`src/rtl/fpu_op_pkg.sv`:
```
/*
  FPU lane operation definitions
  issued operation codes, execute unit classes and lane latency
*/
package fpu_op_pkg;

  // cycles from the issue edge to res_valid
  localparam int LANE_LATENCY = 3;

  typedef enum logic [3:0] {
    op_add  = 4'd0,
    op_sub  = 4'd1,
    op_rsub = 4'd2,
    op_cmp  = 4'd3,
    op_and  = 4'd4,
    op_or   = 4'd5,
    op_xor  = 4'd6,
    op_andn = 4'd7,
    op_copy = 4'd8
  } fpu_op_e;

  typedef enum logic [1:0] {
    unit_add   = 2'd0,
    unit_cmp   = 2'd1,
    unit_logic = 2'd2,
    unit_copy  = 2'd3
  } fpu_unit_e;

  typedef enum logic [1:0] {
    sel_and  = 2'd0,
    sel_or   = 2'd1,
    sel_xor  = 2'd2,
    sel_andn = 2'd3
  } logic_sel_e;

endpackage

```
`src/rtl/fpu_fmt_pkg.sv`:
```
/*
  FPU lane number format
  single-precision field layout, special values and exception flags
*/
package fpu_fmt_pkg;

  localparam int FP_WIDTH  = 32;
  localparam int EXP_WIDTH = 8;
  localparam int MAN_WIDTH = 23;
  localparam int EXC_WIDTH = 4;

  typedef logic [FP_WIDTH-1:0] fp_word_t;

  localparam logic [EXP_WIDTH-1:0] EXP_MAX = 8'd255;
  localparam fp_word_t QNAN = 32'h7fc00000;

  // bit positions in a compare result word
  localparam int CMP_LT = 0;
  localparam int CMP_EQ = 1;
  localparam int CMP_UN = 2;

  typedef struct packed {
    logic invalid;
    logic overflow;
    logic underflow;
    logic inexact;
  } exc_t;

endpackage

```
`src/rtl/fpu_stage_if.sv`:
```
/*
  FPU lane stage interfaces
  dec_if carries decoded controls and operands to execute,
  exe_if carries the execute result and flags to the result stage
*/
`timescale 1ns/1ps

interface dec_if;
  import fpu_op_pkg::*;
  import fpu_fmt_pkg::*;

  logic       valid;
  fpu_unit_e  unit;
  logic       negate_b;
  logic       swap;
  logic_sel_e lsel;
  fp_word_t   a;
  fp_word_t   b;

  modport src (output valid, unit, negate_b, swap, lsel, a, b);
  modport dst (input valid, unit, negate_b, swap, lsel, a, b);
endinterface

interface exe_if;
  import fpu_fmt_pkg::*;

  logic     valid;
  fp_word_t value;
  exc_t     exc;

  modport src (output valid, value, exc);
  modport dst (input valid, value, exc);
endinterface

```
`src/rtl/fpu_decode.sv`:
```
/*
  FPU lane decode stage
  registers the issued operation, picks forwarded operands
  and decodes the execute unit controls
*/
`timescale 1ns/1ps

module fpu_decode (
  input  logic                   clk,
  input  logic                   rst,
  input  logic                   op_valid,
  input  fpu_op_pkg::fpu_op_e    op,
  input  fpu_fmt_pkg::fp_word_t  a,
  input  fpu_fmt_pkg::fp_word_t  b,
  input  logic                   fwd_a,
  input  logic                   fwd_b,
  input  fpu_fmt_pkg::fp_word_t  last_res,
  dec_if.src                     dec
);
  import fpu_op_pkg::*;

  fpu_unit_e  unit_d;
  logic       negate_b_d;
  logic       swap_d;
  logic_sel_e lsel_d;

  always_comb begin
    unit_d     = unit_copy;
    negate_b_d = 1'b0;
    swap_d     = 1'b0;
    lsel_d     = sel_and;
    case (op)
      op_add:  unit_d = unit_add;
      op_sub: begin
        unit_d     = unit_add;
        negate_b_d = 1'b1;
      end
      // b - a, operands exchanged before the adder
      op_rsub: begin
        unit_d     = unit_add;
        negate_b_d = 1'b1;
        swap_d     = 1'b1;
      end
      op_cmp:  unit_d = unit_cmp;
      op_and: begin
        unit_d = unit_logic;
        lsel_d = sel_and;
      end
      op_or: begin
        unit_d = unit_logic;
        lsel_d = sel_or;
      end
      op_xor: begin
        unit_d = unit_logic;
        lsel_d = sel_xor;
      end
      op_andn: begin
        unit_d = unit_logic;
        lsel_d = sel_andn;
      end
      default: unit_d = unit_copy;
    endcase
  end

  always_ff @(posedge clk) begin
    if (rst) begin
      dec.valid <= 1'b0;
    end else begin
      dec.valid <= op_valid;
    end
    dec.unit     <= unit_d;
    dec.negate_b <= negate_b_d;
    dec.swap     <= swap_d;
    dec.lsel     <= lsel_d;
    dec.a        <= fwd_a ? last_res : a;
    dec.b        <= fwd_b ? last_res : b;
  end

endmodule

```
`src/rtl/fpu_adder.sv`:
```
/*
  FPU single-precision adder
  combinational add/subtract, truncated toward zero,
  denormals flushed to zero, with exception detection
*/
`timescale 1ns/1ps

module fpu_adder (
  input  fpu_fmt_pkg::fp_word_t a,
  input  fpu_fmt_pkg::fp_word_t b,
  input  logic                  negate_b,
  output fpu_fmt_pkg::fp_word_t sum,
  output fpu_fmt_pkg::exc_t     exc
);
  import fpu_fmt_pkg::*;

  logic                 sa;
  logic                 sb;
  logic [EXP_WIDTH-1:0] ea;
  logic [EXP_WIDTH-1:0] eb;
  logic [MAN_WIDTH-1:0] ma;
  logic [MAN_WIDTH-1:0] mb;
  logic                 nan_in;
  logic                 inf_a;
  logic                 inf_b;
  logic                 eff_sub;
  logic                 a_big;
  logic                 s_big;
  logic [EXP_WIDTH-1:0] e_big;
  logic [EXP_WIDTH-1:0] e_small;
  logic [EXP_WIDTH-1:0] diff;
  logic [MAN_WIDTH:0]   sig_big;
  logic [MAN_WIDTH:0]   sig_small;
  logic [53:0]          shifted;
  logic [26:0]          small_al;
  logic [27:0]          mag;
  logic [4:0]           lz;
  logic [27:0]          norm;
  logic signed [9:0]    exp_n;

  // field split, denormals flushed, b sign flipped for subtract
  assign sa = a[FP_WIDTH-1];
  assign sb = b[FP_WIDTH-1] ^ negate_b;
  assign ea = a[FP_WIDTH-2 -: EXP_WIDTH];
  assign eb = b[FP_WIDTH-2 -: EXP_WIDTH];
  assign ma = (ea == '0) ? '0 : a[MAN_WIDTH-1:0];
  assign mb = (eb == '0) ? '0 : b[MAN_WIDTH-1:0];

  assign nan_in = (ea == EXP_MAX && ma != '0) || (eb == EXP_MAX && mb != '0);
  assign inf_a  = (ea == EXP_MAX) && (ma == '0);
  assign inf_b  = (eb == EXP_MAX) && (mb == '0);
  assign eff_sub = sa ^ sb;

  assign a_big     = {ea, ma} >= {eb, mb};
  assign s_big     = a_big ? sa : sb;
  assign e_big     = a_big ? ea : eb;
  assign e_small   = a_big ? eb : ea;
  assign sig_big   = a_big ? {ea != '0, ma} : {eb != '0, mb};
  assign sig_small = a_big ? {eb != '0, mb} : {ea != '0, ma};
  assign diff      = e_big - e_small;

  // two guard bits and a sticky bit below the significand
  always_comb begin
    shifted = {sig_small, 30'b0} >> diff;
    if (diff > 8'd26) begin
      small_al = {26'b0, |sig_small};
    end else begin
      small_al = {shifted[53:28], shifted[27] | (|shifted[26:0])};
    end
  end

  assign mag = eff_sub ? {1'b0, sig_big, 3'b0} - {1'b0, small_al}
                       : {1'b0, sig_big, 3'b0} + {1'b0, small_al};

  always_comb begin
    lz = 5'd0;
    for (int i = 0; i < 28; i++) begin
      if (mag[i]) lz = 5'(27 - i);
    end
  end

  assign norm  = mag << lz;
  assign exp_n = $signed({2'b0, e_big}) + 10'sd1 - $signed({5'b0, lz});

  always_comb begin
    exc = '0;
    if (nan_in || (inf_a && inf_b && eff_sub)) begin
      sum = QNAN;
      exc.invalid = 1'b1;
    end else if (inf_a) begin
      sum = {sa, EXP_MAX, {MAN_WIDTH{1'b0}}};
    end else if (inf_b) begin
      sum = {sb, EXP_MAX, {MAN_WIDTH{1'b0}}};
    end else if (mag == '0) begin
      // -0 only from -0 plus -0
      sum = {sa & sb, {(FP_WIDTH-1){1'b0}}};
    end else if (exp_n > 10'sd254) begin
      sum = {s_big, EXP_MAX - 8'd1, {MAN_WIDTH{1'b1}}};
      exc.overflow = 1'b1;
      exc.inexact  = 1'b1;
    end else if (exp_n < 10'sd1) begin
      sum = {s_big, {(FP_WIDTH-1){1'b0}}};
      exc.underflow = 1'b1;
      exc.inexact   = 1'b1;
    end else begin
      sum = {s_big, exp_n[EXP_WIDTH-1:0], norm[26:4]};
      exc.inexact = |norm[3:0];
    end
  end

endmodule

```
`src/rtl/fpu_execute.sv`:
```
/*
  FPU lane execute stage
  adder, compare and logic units, result select and register
*/
`timescale 1ns/1ps

module fpu_execute (
  input  logic clk,
  input  logic rst,
  dec_if.dst   dec,
  exe_if.src   exe
);
  import fpu_op_pkg::*;
  import fpu_fmt_pkg::*;

  fp_word_t              add_a;
  fp_word_t              add_b;
  fp_word_t              add_sum;
  exc_t                  add_exc;
  logic                  sa;
  logic                  sb;
  logic [FP_WIDTH-2:0]   mag_a;
  logic [FP_WIDTH-2:0]   mag_b;
  logic                  nan_a;
  logic                  nan_b;
  fp_word_t              cmp_val;
  fp_word_t              logic_val;
  fp_word_t              value_d;
  exc_t                  exc_d;

  assign add_a = dec.swap ? dec.b : dec.a;
  assign add_b = dec.swap ? dec.a : dec.b;

  fpu_adder u_adder (
    .a        (add_a),
    .b        (add_b),
    .negate_b (dec.negate_b),
    .sum      (add_sum),
    .exc      (add_exc)
  );

  // compare on flushed magnitudes
  assign sa    = dec.a[FP_WIDTH-1];
  assign sb    = dec.b[FP_WIDTH-1];
  assign mag_a = (dec.a[FP_WIDTH-2 -: EXP_WIDTH] == '0) ? '0 : dec.a[FP_WIDTH-2:0];
  assign mag_b = (dec.b[FP_WIDTH-2 -: EXP_WIDTH] == '0) ? '0 : dec.b[FP_WIDTH-2:0];
  assign nan_a = (dec.a[FP_WIDTH-2 -: EXP_WIDTH] == EXP_MAX) && (dec.a[MAN_WIDTH-1:0] != '0);
  assign nan_b = (dec.b[FP_WIDTH-2 -: EXP_WIDTH] == EXP_MAX) && (dec.b[MAN_WIDTH-1:0] != '0);

  always_comb begin
    cmp_val = '0;
    if (nan_a || nan_b) begin
      cmp_val[CMP_UN] = 1'b1;
    end else if (mag_a == mag_b && (sa == sb || mag_a == '0)) begin
      cmp_val[CMP_EQ] = 1'b1;
    end else if (sa != sb) begin
      cmp_val[CMP_LT] = sa;
    end else if (sa) begin
      cmp_val[CMP_LT] = mag_a > mag_b;
    end else begin
      cmp_val[CMP_LT] = mag_a < mag_b;
    end
  end

  always_comb begin
    case (dec.lsel)
      sel_and:  logic_val = dec.a & dec.b;
      sel_or:   logic_val = dec.a | dec.b;
      sel_xor:  logic_val = dec.a ^ dec.b;
      default:  logic_val = dec.a & ~dec.b;
    endcase
  end

  always_comb begin
    exc_d = '0;
    case (dec.unit)
      unit_add: begin
        value_d = add_sum;
        exc_d   = add_exc;
      end
      unit_cmp: begin
        value_d       = cmp_val;
        exc_d.invalid = cmp_val[CMP_UN];
      end
      unit_logic: value_d = logic_val;
      default:    value_d = dec.a;
    endcase
  end

  always_ff @(posedge clk) begin
    if (rst) begin
      exe.valid <= 1'b0;
    end else begin
      exe.valid <= dec.valid;
    end
    exe.value <= value_d;
    exe.exc   <= exc_d;
  end

endmodule

```
`src/rtl/fpu_result.sv`:
```
/*
  FPU lane result stage
  holds the last lane result and raises the masked trap
*/
`timescale 1ns/1ps

module fpu_result (
  input  logic                              clk,
  input  logic                              rst,
  exe_if.dst                                exe,
  input  logic [fpu_fmt_pkg::EXC_WIDTH-1:0] exc_en,
  output logic                              res_valid,
  output fpu_fmt_pkg::fp_word_t             res,
  output fpu_fmt_pkg::exc_t                 exc,
  output logic                              exc_trap
);
  import fpu_fmt_pkg::*;

  logic [EXC_WIDTH-1:0] raised;

  // flags that are both set and enabled
  assign raised = exe.exc & exc_en;

  always_ff @(posedge clk) begin
    if (rst) begin
      res_valid <= 1'b0;
      res       <= '0;
      exc       <= '0;
      exc_trap  <= 1'b0;
    end else begin
      res_valid <= exe.valid;
      // res also feeds operand forwarding, so it only moves on valid
      if (exe.valid) begin
        res <= exe.value;
      end
      exc      <= exe.exc;
      exc_trap <= exe.valid & (|raised);
    end
  end

endmodule

```
`src/rtl/fpu_lane.sv`:
```
/*
  FPU execution lane, single precision
  decode, execute and result stages, three cycles issue to result
*/
`timescale 1ns/1ps

module fpu_lane (
  input  logic                  clk,
  input  logic                  rst,
  input  logic                  op_valid,
  input  fpu_op_pkg::fpu_op_e   op,
  input  fpu_fmt_pkg::fp_word_t a,
  input  fpu_fmt_pkg::fp_word_t b,
  input  logic                  fwd_a,
  input  logic                  fwd_b,
  input  logic [3:0]            exc_en,
  output logic                  res_valid,
  output fpu_fmt_pkg::fp_word_t res,
  output fpu_fmt_pkg::exc_t     exc,
  output logic                  exc_trap
);

  dec_if u_dec_bus ();
  exe_if u_exe_bus ();

  // res loops back for forwarding
  fpu_decode u_decode (
    .clk      (clk),
    .rst      (rst),
    .op_valid (op_valid),
    .op       (op),
    .a        (a),
    .b        (b),
    .fwd_a    (fwd_a),
    .fwd_b    (fwd_b),
    .last_res (res),
    .dec      (u_dec_bus)
  );

  fpu_execute u_execute (
    .clk (clk),
    .rst (rst),
    .dec (u_dec_bus),
    .exe (u_exe_bus)
  );

  fpu_result u_result (
    .clk       (clk),
    .rst       (rst),
    .exe       (u_exe_bus),
    .exc_en    (exc_en),
    .res_valid (res_valid),
    .res       (res),
    .exc       (exc),
    .exc_trap  (exc_trap)
  );

endmodule

```
`config.mk`:
```
export PLATFORM = sky130hd
export DESIGN_NAME = fpu_lane
export DESIGN_NICKNAME = d
export VERILOG_FILES = /design/src/rtl/fpu_op_pkg.sv /design/src/rtl/fpu_fmt_pkg.sv /design/src/rtl/fpu_stage_if.sv /design/src/rtl/fpu_decode.sv /design/src/rtl/fpu_adder.sv /design/src/rtl/fpu_execute.sv /design/src/rtl/fpu_result.sv /design/src/rtl/fpu_lane.sv
export SDC_FILE = /design/constraint.sdc
export NUM_CORES = 1
export LEC_CHECK = 0
export ABC_CLOCK_PERIOD_IN_PS = 32600
export BUFFER_PORTS_ARGS = -buffer_cell sky130_fd_sc_hd__buf_2
export CORE_MARGIN = 3
export CORE_UTILIZATION = 45
export DETAILED_ROUTE_END_ITERATION = 10
export GPL_ROUTABILITY_DRIVEN = 0
export PLACE_DENSITY = 0.62
export SYNTH_ARGS = -nofsm -noshare
export SYNTH_HDL_FRONTEND = slang
export SYNTH_SLANG_ARGS = --single-unit
```
`constraint.sdc`:
```
create_clock -name clk -period 32.6 [get_ports clk]
set_input_delay 3.26 -clock clk [delete_from_list [all_inputs] [get_ports clk]]
set_output_delay 3.26 -clock clk [all_outputs]
set_load 0.05 [all_outputs]
```
==> results.toml <==
[routing]
wl_per_cell_microns = 23.3
ant_nets = 0
routed_wl_microns = 75200
vias = 21000
post-route-drc-count = 0
first_pass_iters = 6
drt-initial-drc-count = 2887
via_per_inst = 6.50

[grt]
grt_overflow = 0
grt_start_max_net_pins = 94
grt_usage_pct = 32.2
antenna_found_initial = 0
first_global_vias = 19400
grt_pass1_wl_microns = 115000

[sta]
tightest_slew_ns = 1.21
timing.setup.tns_ns = 0
setup_viol_count_final = 0
fin_crit_ns = 18.04
relSlewSlack_pct = 18.4
rsz0062_at_grt = "false"
hold_violations = 0
max_freq_mhz = 55.4
finClkSkew_ns = 0.0101
drv_slew = 0
post-route-period-util_pct = 55.3

[clock_tree]
tritoncts = "yes"
root_buffer = "clkbuf_16"
h-tree-depth = 4
cts_setup_buffers = 0
clk_latency_ns = 0.43
cts.path.max_buffers = 2
numCtsBuffers = 17
cts_resized = 0
cts_hold_buf = 0
path_clk_slew_ns = 0.06
clock-sinks = 146

[logic_synthesis]
synth_edf_count = 0
syn-num-nets = 2897
synth.distinct_cells = 114
synth_async_sr_flop_share_pct = 0
ys_seq_elements = 146
ys_warn_count = 0
avgSynthCellArea_sq_um = 7.30
yosys_most_used_dff = "dfxtp_1"
syn-cell-area_sq_um = 19400
syn_inst = 2660
seq_area_frac_synth_pct = 15.1

[die]
coreArea_sq_um = 42300
num_rows = 75
die-area_sq_um = 45700
die_y_microns = 214
dieWidth_microns = 214
initial_core_util_pct = 45.9
io_pins = 115

[worst_setup_path]
required_ns = 32.95
crit_slowest_cell = "or2_1"
worstPathArrival_ns = 18.39
critical_path.max_fanout = 28
critical_path_class = "reg2reg"
end_kind = "flop"
cp_common_cell = "a21oi_1"
cp-start-kind = "flop"
max_stage_delay_ns = 0.84

[power_and_ir_drop]
ir_worst_vdd_mv = 0.0583
leakagePower_nw = 8.68
power_density_nw_per_um2 = 78.4

[placement]
dpl.hpwl_microns = 59400
place_area_sq_um = 20200
portBuffers = 114

[cells_and_area]
finalInstanceArea_sq_um = 20700
final_nets = 2882
syn_to_final_growth_pct = 6.84
drive_gt1_share_pct = 13.9
fill_cells = 4224

[hold_path]
hold_path_class = "reg2reg"

[flow_run]
drv_cap = 0

[status]
status = "finished, final reports clean"
[worst max-delay path, delay by kind of cell, from the launching register on]
family / cells / cell delay (ns)
AO/OA/AOI/OAI: 32 / 7.69
multiplexers: 3 / 0.87
XOR/XNOR: 3 / 1.13
buffers and inverters: 6 / 1.14
flip-flops: 1 / 0.36
adder cells (fa/ha/maj): 6 / 1.70
AND/OR/NAND/NOR: 15 / 5.05
[power breakdown]
group	switching [mW]	total, mW	internal (mW)
clock network	0.0780	0.189	0.111
logic	0.812	1.22	0.406
registers	0.0217	0.220	0.198
total	0.912	1.63	0.715
[cell usage after synthesis, types with 39 or more instances]
cell type  count  share of area, %
dfxtp_1      146                15
a211oi_1      42               1.6
nor3_1        84               2.2
mux2i_1      108               5.6
ha_1         158                10
o21ai_0      187               4.8
mux2_2        87               5.0
xnor2_1       39               1.8
a21oi_1      177               4.6
clkbuf_1     105               2.0
nor2_1       240               4.6
nand3_1       57               1.5
nand2_1      295               5.7
inv_1        191               3.7
[per-layer routing]
metal	vias to the layer above	wire length, microns	global-route usage (%)
met1	9824	31300	44.9
met3	210	7500	3.82
li1	9674	-	-
met4	0	4460	16.2
met5	-	0	0
met2	1333	32000	49.2
[area by class of cell]
| cell class | instances | area [sq um] | share of cell area (%) |
|---|---|---|---|
| antenna | 1 | 2.50 | 0.0121 |
| timing repair buffer | 138 | 751 | 3.62 |
| clock inverter | 11 | 101 | 0.489 |
| multi-input combinational | 2144 | 15000 | 72.4 |
| tap | 577 | 722 | 3.48 |
| sequential | 146 | 2930 | 14.1 |
| inverter | 198 | 743 | 3.58 |
| clock buffer | 21 | 470 | 2.27 |
[registers in the layout, summed over array words and instances, names as in the netlist]
register and count:
u_decode.dec.negate_b 1, u_decode.dec.a 32, u_decode.dec.valid 1, u_result.res 32, u_decode.dec.swap 1, u_execute.exe.exc 4
u_decode.dec.lsel 2, u_result.exc_trap 1, u_result.res_valid 1, u_decode.dec.unit 2, u_result.exc 4, u_execute.exe.value 32
u_decode.dec.b 32, u_execute.exe.valid 1
[cells by family after synthesis]
logic type      count (synthesis)  share of synthesized area (%)
mux                           220                           13.4
simple gates                  905                           22.0
flops                         146                           15.1
buf+inv                       370                           7.68
compound gates                789                           28.1
fa+ha+maj                     160                           10.4
xor+xnor                       70                           3.43
[through the flow]
step	instances	power, mW	hold WS, ns	worst slack, ns	utilization, %
floorplan	2660	1.06	0.414	18.16	-
global placement	3203	1.37	0.422	15.71	47.7
detailed placement	3203	1.38	0.435	15.16	47.7
CTS	3235	1.57	0.446	15.06	49.0
global route	3235	1.71	0.459	13.45	49.0
finish	3236	1.63	0.448	14.56	49.0
[cell usage in the layout, fill, tap and decap left out, drive strengths merged, types with 46 or more instances in the layout]
cell type  count
nor2         244
inv          200
ha           158
a211oi        46
dfxtp        146
mux2          89
nor3          86
a21oi        180
o21ai        197
nand3         57
nand2        297
mux2i        109
buf          138
[final timing paths]
path                                  to          startpoint  slack [ns]  depth (start not counted)
hold reg to reg      u_execute.exe.valid  u_decode.dec.valid        0.45                          1
setup / recovery  u_execute.exe.value[3]  u_decode.dec.a[26]       14.56                         65
setup reg to reg  u_execute.exe.value[3]  u_decode.dec.a[26]       14.56                         65
hold / removal       u_execute.exe.valid  u_decode.dec.valid        0.45                          1
Power figures use the tool's default switching activity.
